<file path="config.mk">
export PLATFORM = sky130hd
export DESIGN_NAME = axil_read_split
export DESIGN_NICKNAME = d
export VERILOG_FILES = /design/src/axil_read_pkg.sv /design/src/ar_decode.sv /design/src/axil_read_split.sv /design/src/read_collect.sv /design/src/return_fifo.sv
export SDC_FILE = /design/constraint.sdc
export NUM_CORES = 1
export LEC_CHECK = 0
export CORE_ASPECT_RATIO = 1.1
export CORE_MARGIN = 2
export CORE_UTILIZATION = 55
export CTS_CLUSTER_SIZE = 25
export DETAILED_ROUTE_END_ITERATION = 8
export DONT_BUFFER_PORTS = 1
export GPL_ROUTABILITY_DRIVEN = 0
export PLACE_DENSITY = 0.7
export REMOVE_ABC_BUFFERS = 1
export SETUP_SLACK_MARGIN = 0.05
export SLEW_MARGIN = 20
export SYNTH_ARGS = -nofsm -noshare
export SYNTH_HDL_FRONTEND = slang
export SYNTH_SLANG_ARGS = --single-unit
</file>
<file path="constraint.sdc">
create_clock -name S_AXI_ACLK -period 9.6 [get_ports S_AXI_ACLK]
set_input_delay 1.92 -clock S_AXI_ACLK [delete_from_list [all_inputs] [get_ports S_AXI_ACLK]]
set_output_delay 1.92 -clock S_AXI_ACLK [all_outputs]
set_load 0.02 [all_outputs]
</file>
<file path="src/axil_read_pkg.sv">
package axil_read_pkg;

	//////////////////////////////
	// Bus widths
	//////////////////////////////

	// Address and data width of the shared AXI-lite port
	localparam int ADDR_W = 32;
	localparam int DATA_W = 32;

	// Region field taken from the top of the address
	localparam int REGION_W = 2;

	//////////////////////////////
	// Response codes
	//////////////////////////////

	// Normal completion
	localparam logic [1:0] RESP_OKAY = 2'b00;

	// Interconnect error, returned when no slave is mapped
	localparam logic [1:0] RESP_DECERR = 2'b11;

	//////////////////////////////
	// Vector types
	//////////////////////////////

	typedef logic [ADDR_W-1:0] addr_t;
	typedef logic [DATA_W-1:0] data_t;
	typedef logic [1:0] resp_t;
	typedef logic [2:0] prot_t;

	//////////////////////////////
	// Request and response bundles
	//////////////////////////////

	// Registered AR request as presented to every slave
	typedef struct packed {
		addr_t addr;
		prot_t prot;
	} read_req_t;

	// One read result, the word held by the return FIFO
	typedef struct packed {
		data_t data;
		resp_t resp;
	} read_rsp_t;

endpackage

</file>
<file path="src/ar_decode.sv">
`timescale 1ns/10ps

module ar_decode #(
	parameter int NS = 3,
	parameter int LGFLEN = 3
) (
	input  logic                      S_AXI_ACLK,
	input  logic                      S_AXI_ARESETN,
	input  logic                      i_arvalid,
	output logic                      o_arready,
	input  axil_read_pkg::addr_t      i_araddr,
	input  axil_read_pkg::prot_t      i_arprot,
	input  logic                      i_pop,
	output logic [NS-1:0]             o_sel,
	output axil_read_pkg::read_req_t  o_req,
	output logic                      o_dcd_valid,
	output logic                      o_no_match
);
	import axil_read_pkg::*;

	// Number of results the return FIFO can hold
	localparam int DEPTH = 1 << LGFLEN;

	logic                ar_xfer;
	logic [REGION_W-1:0] region;
	logic [NS-1:0]       dcd_sel;
	logic                dcd_miss;
	logic [LGFLEN:0]     credit;
	logic                full;

	//////////////////////////////
	// AR handshake
	//////////////////////////////

	// Hold off new requests once every FIFO slot is spoken for
	assign o_arready = !full;
	assign ar_xfer = i_arvalid && o_arready;

	//////////////////////////////
	// Region decode
	//////////////////////////////

	// Region is the top field of the incoming address
	assign region = i_araddr[ADDR_W-1 -: REGION_W];

	// One select bit per mapped region
	always_comb
	begin
		dcd_sel = '0;
		for (int k = 0; k < NS; k++)
			dcd_sel[k] = (region == REGION_W'(k));
	end

	// Regions at or above NS have no slave behind them
	assign dcd_miss = (int'(region) >= NS);

	// Select pulse lasts exactly the cycle after the transfer
	always_ff @(posedge S_AXI_ACLK)
	begin
		if (!S_AXI_ARESETN)
		begin
			o_sel <= '0;
			o_dcd_valid <= 1'b0;
			o_no_match <= 1'b0;
		end
		else
		begin
			o_sel <= ar_xfer ? dcd_sel : '0;
			o_dcd_valid <= ar_xfer;
			o_no_match <= ar_xfer && dcd_miss;
		end
	end

	// Address and protection shared by all slaves
	always_ff @(posedge S_AXI_ACLK)
	begin
		if (ar_xfer)
		begin
			o_req.addr <= i_araddr;
			o_req.prot <= i_arprot;
		end
	end

	//////////////////////////////
	// Credit counter
	//////////////////////////////

	// Reads in flight: accepted on AR, retired on R
	always_ff @(posedge S_AXI_ACLK)
	begin
		if (!S_AXI_ARESETN)
		begin
			credit <= '0;
			full <= 1'b0;
		end
		else
		begin
			case ({ar_xfer, i_pop})
				2'b10:
				begin
					credit <= credit + 1'b1;
					full <= (credit == (LGFLEN+1)'(DEPTH - 1));
				end
				2'b01:
				begin
					credit <= credit - 1'b1;
					full <= 1'b0;
				end
				// Both or neither leaves the count alone
				default:
				begin
				end
			endcase
		end
	end

endmodule

</file>
<file path="src/axil_read_split.sv">
`timescale 1ns/10ps

module axil_read_split #(
	parameter int NS = 3,
	parameter int LGFLEN = 3
) (
	input  logic                                S_AXI_ACLK,
	input  logic                                S_AXI_ARESETN,
	// Master side, AR channel
	input  logic                                S_AXI_ARVALID,
	output logic                                S_AXI_ARREADY,
	input  axil_read_pkg::addr_t                S_AXI_ARADDR,
	input  axil_read_pkg::prot_t                S_AXI_ARPROT,
	// Master side, R channel
	output logic                                S_AXI_RVALID,
	input  logic                                S_AXI_RREADY,
	output axil_read_pkg::data_t                S_AXI_RDATA,
	output axil_read_pkg::resp_t                S_AXI_RRESP,
	// Slave side
	output logic [NS-1:0]                       M_AXI_ARVALID,
	output axil_read_pkg::addr_t                M_AXI_ARADDR,
	output axil_read_pkg::prot_t                M_AXI_ARPROT,
	input  logic [NS*axil_read_pkg::DATA_W-1:0] M_AXI_RDATA,
	input  logic [NS*2-1:0]                     M_AXI_RRESP
);
	import axil_read_pkg::*;

	read_req_t dcd_req;
	logic      dcd_valid;
	logic      dcd_no_match;
	logic      rsp_valid;
	read_rsp_t collect_rsp;
	read_rsp_t fifo_rsp;
	logic      fifo_pop;

	//////////////////////////////
	// Request path
	//////////////////////////////

	ar_decode #(
		.NS(NS),
		.LGFLEN(LGFLEN)
	) u_ar_decode (
		.S_AXI_ACLK(S_AXI_ACLK),
		.S_AXI_ARESETN(S_AXI_ARESETN),
		.i_arvalid(S_AXI_ARVALID),
		.o_arready(S_AXI_ARREADY),
		.i_araddr(S_AXI_ARADDR),
		.i_arprot(S_AXI_ARPROT),
		.i_pop(fifo_pop),
		.o_sel(M_AXI_ARVALID),
		.o_req(dcd_req),
		.o_dcd_valid(dcd_valid),
		.o_no_match(dcd_no_match)
	);

	// Every slave sees the same registered request
	assign M_AXI_ARADDR = dcd_req.addr;
	assign M_AXI_ARPROT = dcd_req.prot;

	//////////////////////////////
	// Response path
	//////////////////////////////

	read_collect #(
		.NS(NS)
	) u_read_collect (
		.S_AXI_ACLK(S_AXI_ACLK),
		.S_AXI_ARESETN(S_AXI_ARESETN),
		.i_sel(M_AXI_ARVALID),
		.i_dcd_valid(dcd_valid),
		.i_no_match(dcd_no_match),
		.i_rdata_all(M_AXI_RDATA),
		.i_rresp_all(M_AXI_RRESP),
		.o_rsp_valid(rsp_valid),
		.o_rsp(collect_rsp)
	);

	// Buffer absorbs RREADY back-pressure
	return_fifo #(
		.LGFLEN(LGFLEN)
	) u_return_fifo (
		.S_AXI_ACLK(S_AXI_ACLK),
		.S_AXI_ARESETN(S_AXI_ARESETN),
		.i_wr(rsp_valid),
		.i_rsp(collect_rsp),
		.i_rready(S_AXI_RREADY),
		.o_rvalid(S_AXI_RVALID),
		.o_rsp(fifo_rsp),
		.o_pop(fifo_pop)
	);

	assign S_AXI_RDATA = fifo_rsp.data;
	assign S_AXI_RRESP = fifo_rsp.resp;

endmodule

</file>
<file path="src/read_collect.sv">
`timescale 1ns/10ps

module read_collect #(
	parameter int NS = 3
) (
	input  logic                                S_AXI_ACLK,
	input  logic                                S_AXI_ARESETN,
	input  logic [NS-1:0]                       i_sel,
	input  logic                                i_dcd_valid,
	input  logic                                i_no_match,
	input  logic [NS*axil_read_pkg::DATA_W-1:0] i_rdata_all,
	input  logic [NS*2-1:0]                     i_rresp_all,
	output logic                                o_rsp_valid,
	output axil_read_pkg::read_rsp_t            o_rsp
);
	import axil_read_pkg::*;

	// Slave index width, at least one bit
	localparam int IDX_W = (NS > 1) ? $clog2(NS) : 1;

	logic [IDX_W-1:0] sel_idx;
	logic [IDX_W-1:0] s1_idx;
	logic             s1_no_match;
	logic             s1_valid;

	// One-hot select to binary index
	always_comb
	begin
		sel_idx = '0;
		for (int k = 0; k < NS; k++)
			if (i_sel[k])
				sel_idx = sel_idx | IDX_W'(k);
	end

	//////////////////////////////
	// Stage 1, slave is answering
	//////////////////////////////

	always_ff @(posedge S_AXI_ACLK)
	begin
		if (!S_AXI_ARESETN)
			s1_valid <= 1'b0;
		else
			s1_valid <= i_dcd_valid;
	end

	// Remember who was asked while the slave drives its answer
	always_ff @(posedge S_AXI_ACLK)
	begin
		if (i_dcd_valid)
		begin
			s1_idx <= sel_idx;
			s1_no_match <= i_no_match;
		end
	end

	//////////////////////////////
	// Stage 2, capture the answer
	//////////////////////////////

	always_ff @(posedge S_AXI_ACLK)
	begin
		if (!S_AXI_ARESETN)
			o_rsp_valid <= 1'b0;
		else
			o_rsp_valid <= s1_valid;
	end

	// Unmapped reads get the interconnect error, data left as is
	always_ff @(posedge S_AXI_ACLK)
	begin
		if (s1_valid)
		begin
			o_rsp.data <= i_rdata_all[DATA_W*s1_idx +: DATA_W];
			if (s1_no_match)
				o_rsp.resp <= RESP_DECERR;
			else
				o_rsp.resp <= i_rresp_all[2*s1_idx +: 2];
		end
	end

endmodule

</file>
<file path="src/return_fifo.sv">
`timescale 1ns/10ps

module return_fifo #(
	parameter int LGFLEN = 3
) (
	input  logic                      S_AXI_ACLK,
	input  logic                      S_AXI_ARESETN,
	input  logic                      i_wr,
	input  axil_read_pkg::read_rsp_t  i_rsp,
	input  logic                      i_rready,
	output logic                      o_rvalid,
	output axil_read_pkg::read_rsp_t  o_rsp,
	output logic                      o_pop
);
	import axil_read_pkg::*;

	// Number of stored results
	localparam int DEPTH = 1 << LGFLEN;

	// Result storage
	read_rsp_t mem [DEPTH];

	// Pointers carry one extra bit to tell full from empty
	logic [LGFLEN:0] wr_ptr;
	logic [LGFLEN:0] rd_ptr;

	//////////////////////////////
	// Write side
	//////////////////////////////

	// Upstream credits guarantee a free slot on every write
	always_ff @(posedge S_AXI_ACLK)
	begin
		if (i_wr)
			mem[wr_ptr[LGFLEN-1:0]] <= i_rsp;
	end

	always_ff @(posedge S_AXI_ACLK)
	begin
		if (!S_AXI_ARESETN)
			wr_ptr <= '0;
		else if (i_wr)
			wr_ptr <= wr_ptr + 1'b1;
	end

	//////////////////////////////
	// Read side, R channel
	//////////////////////////////

	// Anything stored is a pending R beat
	assign o_rvalid = (wr_ptr != rd_ptr);

	// R transfer retires the head entry
	assign o_pop = o_rvalid && i_rready;

	// Head of the queue, visible the cycle after it was written
	assign o_rsp = mem[rd_ptr[LGFLEN-1:0]];

	always_ff @(posedge S_AXI_ACLK)
	begin
		if (!S_AXI_ARESETN)
			rd_ptr <= '0;
		else if (o_pop)
			rd_ptr <= rd_ptr + 1'b1;
	end

endmodule
</file>
Word-level counts from Yosys, hierarchy flattened --
Memory sizes are Yosys's and may differ from the RTL's. A register that Yosys moved wholly into a read port is not among the register bits. Cells that the tools add are included.
Operators by class: multiplexer cells 7, bitwise gates (word level) 0, reduce and logical (&&, ||, !) cells 7, shifts and indexed selects 2, magnitude comparators 1, divide/modulo/power cells 0, $mul 0, eq/ne operators 6, add/sub/neg operators 4
Operators with widths (number):
- variable part select 96 x 8 -> 32 bit | 1
- adder 4 x 1 -> 4 bit, second input constant | 3
- one-hot mux 4 bit (2 select lines) | 1
- two-way mux 3 bit | 2
- variable part select 6 x 4 -> 2 bit | 1
- equality test 2 x 1 -> 1 bit, second input constant | 2
- equality test 2 bit, second input constant | 2
- equality test 4 x 3 -> 1 bit, second input constant | 1
- inequality test 4 bit | 1
- subtractor 4 x 1 -> 4 bit, second input constant | 1
- logical AND 1 bit | 3
- two-way mux 1 bit | 3
- >= comparator 2 bit, second input constant | 1
- logical NOT 2 bit | 1
- one-hot mux 1 bit (2 select lines) | 1
- AND reduction 2 bit | 1
- nonzero test 2 bit | 1
- logical NOT 1 bit | 1
Word-level totals: latch bits 0, memory bits (writable) 272, bits of input ports 141, word-level logic and storage cells 44, ROM bits 0, flip-flop bits (word level) 92, memories kept 1, output and inout port bits 74
Memories:
- u_return_fifo.mem | depth 8, width 34, read ports 1, clocked after memory_dff 1, write ports 1, line return_fifo.sv:21 | read_rsp_t mem [DEPTH];

Logic depth before layout (Yosys ltp) --
depth in word-level cells 4, depth in mapped cells 11, gate-level depth less buffers 10

Cells and area by module --
A second synthesis with hierarchy kept.
Unflattened totals: cells, all modules 660, area total of the unflattened synthesis 14197.4 µm²
By module, submodules not included:
- return_fifo | area each 10775.3 µm², cells each 454, times used 1, sequential area each 8388.0 µm²
- read_collect | area each 1914.3 µm², cells each 123, times used 1, sequential area each 1151.1 µm²
- ar_decode | area each 1507.7 µm², cells each 83, times used 1, sequential area each 1251.2 µm²

Worst setup path before layout --
No wires, ideal clock.
path kind in2reg, start point input port S_AXI_ARVALID, end point register u_ar_decode.credit[2], path buffers 0, data arrival time 5.080 ns, stages on the path 9, setup slack 4.445 ns, setup time 0.076 ns, data required time 9.524 ns, path through nor2b_1 -> inv_1 -> ha_1 -> xor2_1 -> ha_1 -> a21oi_1 -> xor2_1 -> or3_1 -> a21boi_0
On the way: word-level cells in the longest chain between the ends 3, elaborated cells on any way between the ends 5
Ends and longest elaborated chain:
- start: declaration | line axil_read_split.sv:10 | input logic S_AXI_ARVALID,
- logical AND 1 bit (*) | line ar_decode.sv:37 | assign ar_xfer = i_arvalid && o_arready;
- equality test 2 x 1 -> 1 bit / equality test 2 bit (equally long branches) | line ar_decode.sv:98 | case ({ar_xfer, i_pop})
- one-hot mux 4 bit (2 select lines) / nonzero test 2 bit (equally long branches)
- end signal: assignment | line ar_decode.sv:101 | credit <= credit + 1'b1;
- end signal: assignment | line ar_decode.sv:106 | credit <= credit - 1'b1;
- end: declaration | line ar_decode.sv:28 | logic [LGFLEN:0] credit;
Mark *: on every way between the ends. The rest lies on a longest branch, timed or not. A chain may end at the register's enable or synchronous reset.

==> out/summary.txt <==
OUTCOME
--------------------------------------------------------------------------------
Outcome                                                                completed

TIMING
--------------------------------------------------------------------------------
Setup violation total in the final timing report                               0
Min cycle time layout                                                    4.91 ns
Part of the cycle the worst path needs                                     51.2%
Relative slew slack                                                        31.9%
Number of slew-limit violations in the final report                            0
Final hold violations                                                          0
Achievable Freq                                                        0.204 GHz
Setup repair after global routing missed its margin                        false
Final-layout worst hold slack                                           0.417 ns
Slew @ Worst Pin                                                         1.02 ns
Final setup slack of the worst path                                      4.69 ns
Setup Skew                                                             0.0157 ns
Total negative slack                                                        0 ns

POWER
--------------------------------------------------------------------------------
Largest vdd supply drop                                                 0.135 mV
Leakage                                                                  5.18 nW
Int Power                                                                2.77 mW
Sequential share of power                                                  52.6%
Gate power share                                                            3.4%
Net Sw Power                                                            0.680 mW
Clock power share                                                          44.0%
Switching part of the total power                                          19.7%
Pwr dens                                                              217 mW/mm2
Overall power consumption                                                3.45 mW

ROUTING
--------------------------------------------------------------------------------
Detailed-router iteration count before antenna repair                          4
Total DRC errors in the routed layout                                          0
Count of vias placed by the detailed router                                6,434
Violation count after the first detailed-route iteration                     386
Antenna-violating nets left                                                    0
Mean routed wirelength per cell                                          25.7 um
Final routed wirelength across all metal layers                          27.7 mm
Detailed-route vias per instance                                            5.97

FLOORPLAN
--------------------------------------------------------------------------------
Io pins                                                                      215
Width of the chip                                                         157 um
Initial cell density of the core                                           56.0%
Placement row count                                                           61
Standard cell core area                                               0.0253 mm2
Floorplan die area                                                    0.0271 mm2
Vertical die dimension                                                    172 um

FINISH
--------------------------------------------------------------------------------
FF+latch area                                                         0.0108 mm2
Fraction of layout cells with a size suffix above 1                        26.0%
Layout filler cell count                                                   1,791
Most common cell after layout, fill and taps aside                      edfxtp_1
N_diodes                                                                       0
Number of standard cells in the layout, taps in and fillers out            1,077
Footprint of the multi-input gates                                   0.00326 mm2
Net count of the finished layout                                             850
Layout Cell Area excl Fill                                            0.0159 mm2
Area delta synth->final                                                    12.1%
Leading cell types in the layout, fill and taps excluded            edfxtp_1 (344), mux4_2 (68), nand2_1 (39), clkbuf_16 (39)
Utilization of the core after routing                                      62.8%

SETUP PATH
--------------------------------------------------------------------------------
Sort of element at the start of the critical path                           flop
Highest cell delay on the worst timing path                              0.79 ns
Critical path cell sequence                                         buf_4, mux4_2, mux2_2
Worst Setup End Kind                                                  output pin
Req. time, crit path                                                     7.68 ns
Reg2reg end                                                         u_ar_decode.credit[2]$_SDFFE_PN0P_
Worst setup path class                                              flop to output pin
Number of cells on the worst reg-to-reg path                                  10
Data arrival time of the critical path                                   2.99 ns
Slack of the worst reg-to-reg path                                       6.79 ns
Cell with the largest stage delay on the worst path                        buf_4
Max Fanout on Critical Path                                                   44
Reg-to-reg startpoint                                               u_return_fifo.wr_ptr[1]$_SDFFE_PN0P_

CLOCKING
--------------------------------------------------------------------------------
Number of buffers created by CTS                                              37
Cts repair resizes                                                             0
CTS tree                                                                     yes
Clock transition at the registers of the reported paths                  0.06 ns
Maximum count of clock buffers along a single path                             3
Quantity of hold-fixing buffers added after cts                                0
Number of levels in the clock H-tree                                           2
Clock network latency to the later pin of the worst-skew pair            0.51 ns
Total setup buffers inserted after CTS                                         0
Clock Root Buffer                                                      clkbuf_16
Clock tree sinks                                                             367

GLOBAL ROUTING
--------------------------------------------------------------------------------
Largest net degree at the start of global routing                             69
First-pass GRT wire length                                               40.7 mm
Total grt overflow                                                             0
Number of global-route vias before repair                                  6,955
GRT Util Overall                                                           20.7%
Number of antenna violations at the first check in global routing              0

SYNTH
--------------------------------------------------------------------------------
Sequential cell area fraction in the yosys report                          76.0%
Mapped Avg Cell Area                                                    20.6 um2
Post-synth ARST share                                                         0%
Number of flip-flops and latches in the synthesized netlist                  367
Total number of yosys warnings                                                 0
Unique cell type count in the Yosys netlist                                   38
Syn Inst Count                                                               688
Number of enable flip-flop cells after synthesis                             344
Cell area after synthesis                                             0.0142 mm2
Top flip-flop cell by instance count after synthesis                    edfxtp_1

WORST HOLD PATH
--------------------------------------------------------------------------------
Hold Path Sink                                                      u_read_collect.s1_no_match$_DFFE_PP_
Worst hold start                                                    u_ar_decode.o_no_match$_SDFF_PN0_
Cell depth of the worst min-delay path                                         0
Worst Hold Class                                                    flop to flop

PLACE
--------------------------------------------------------------------------------
Worst setup slack before clock tree synthesis                            5.15 ns
Buffers added on ports                                                         0
Number of placed instances with taps included                              1,011
HPWL reported at the end of detailed placement                           16.1 mm
Placed cell areas                                                     0.0146 mm2

JOB
--------------------------------------------------------------------------------
Number of max-cap violations                                                   0

==> critical path, delay by kind of cell, from the launching register on <==
kind	cells	cell delay (ns)
buffers and inverters	1	0.79
multiplexers	2	0.95
flip-flops	1	0.70
==> logic make-up after synthesis <==
family | Yosys count | synth area share, %
AO/OA/AOI/OAI | 49 | 2.00
XOR/XNOR | 10 | 0.670
adder cells (fa/ha/maj) | 5 | 0.441
buffers and inverters | 39 | 1.53
flip-flops | 367 | 76.0
multiplexers | 139 | 16.6
AND/OR/NAND/NOR | 79 | 2.71
==> flip-flops by register name, summed over array words and instances, names as in the netlist, 2 cells and up, named ones only <==
| name | flops |
|---|---|
| u_return_fifo.mem | 272 |
| u_ar_decode.o_req | 35 |
| u_read_collect.o_rsp | 34 |
| u_ar_decode.credit | 4 |
| u_return_fifo.rd_ptr | 4 |
| u_return_fifo.wr_ptr | 4 |
| u_ar_decode.o_sel | 3 |
| u_read_collect.s1_idx | 2 |
==> routing by layer <==
| metal | global-route usage [%] | vias to the layer above | wire length [um] |
|---|---|---|---|
| met5 | 0 | - | 0 |
| met4 | 6.17 | 0 | 601 |
| met3 | 5.46 | 50 | 2020 |
| met2 | 36.8 | 262 | 14600 |
| met1 | 25.1 | 3323 | 10500 |
| li1 | - | 2799 | - |
==> power groups by stage <==
stage                     Clock (mW)  Combinational (mW)  Sequential [mW]
after floorplan                    0              0.0872             1.85
after global placement             0               0.114             1.85
after detailed placement           0               0.118             1.85
after CTS                       1.54               0.119             1.81
after global routing            1.61               0.125             1.82
final                           1.52               0.116             1.81
==> cell usage after synthesis, types with 2 or more instances <==
cell type	count	area share (%)
nor2_1	7	0.19
nand3_1	3	0.11
a21oi_1	5	0.18
nand2_1	39	1.0
o21ai_0	37	1.3
mux2_2	14	1.1
nor3_1	4	0.14
xor2_1	6	0.37
buf_12	3	0.42
clkbuf_1	19	0.50
edfxtp_1	344	73
nor2b_1	5	0.22
mux2_4	20	2.1
inv_1	3	0.079
nor3b_1	2	0.11
nand2b_1	4	0.18
or3_1	2	0.088
mux4_2	68	11
mux2i_1	37	2.6
a21boi_0	3	0.16
xnor2_1	3	0.19
ha_1	5	0.44
dfxtp_1	23	3.2
buf_2	12	0.42
and2_1	7	0.31
==> area by class of cell <==
| cell class | count | area share [%] |
|---|---|---|
| multi-input cells | 282 | 20.5 |
| clock inverters | 21 | 1.89 |
| repair buffers | 12 | 0.566 |
| clock buffers | 45 | 6.34 |
| flip-flops and latches | 367 | 67.9 |
| inverters | 4 | 0.0944 |
| well taps | 346 | 2.72 |
==> how the worst max path moves through the flow <==
| stage | startpoint | to | slack [ns] | cells past startpoint |
|---|---|---|---|---|
| 3_5_place_dp | flop | S_AXI_RDATA[1] | 5.15 | 3 |
| 3_3_place_gp | flop | S_AXI_RDATA[1] | 5.19 | 3 |
| 6_report | flop | S_AXI_RDATA[0] | 4.69 | 3 |
| 2_1_floorplan | flop | S_AXI_RDATA[0] | 3.82 | 2 |
| 4_1_cts | flop | S_AXI_RDATA[0] | 4.59 | 3 |
| 5_1_grt | flop | S_AXI_RDATA[1] | 4.45 | 3 |
No activity file was read; power rests on OpenSTA's default activity.
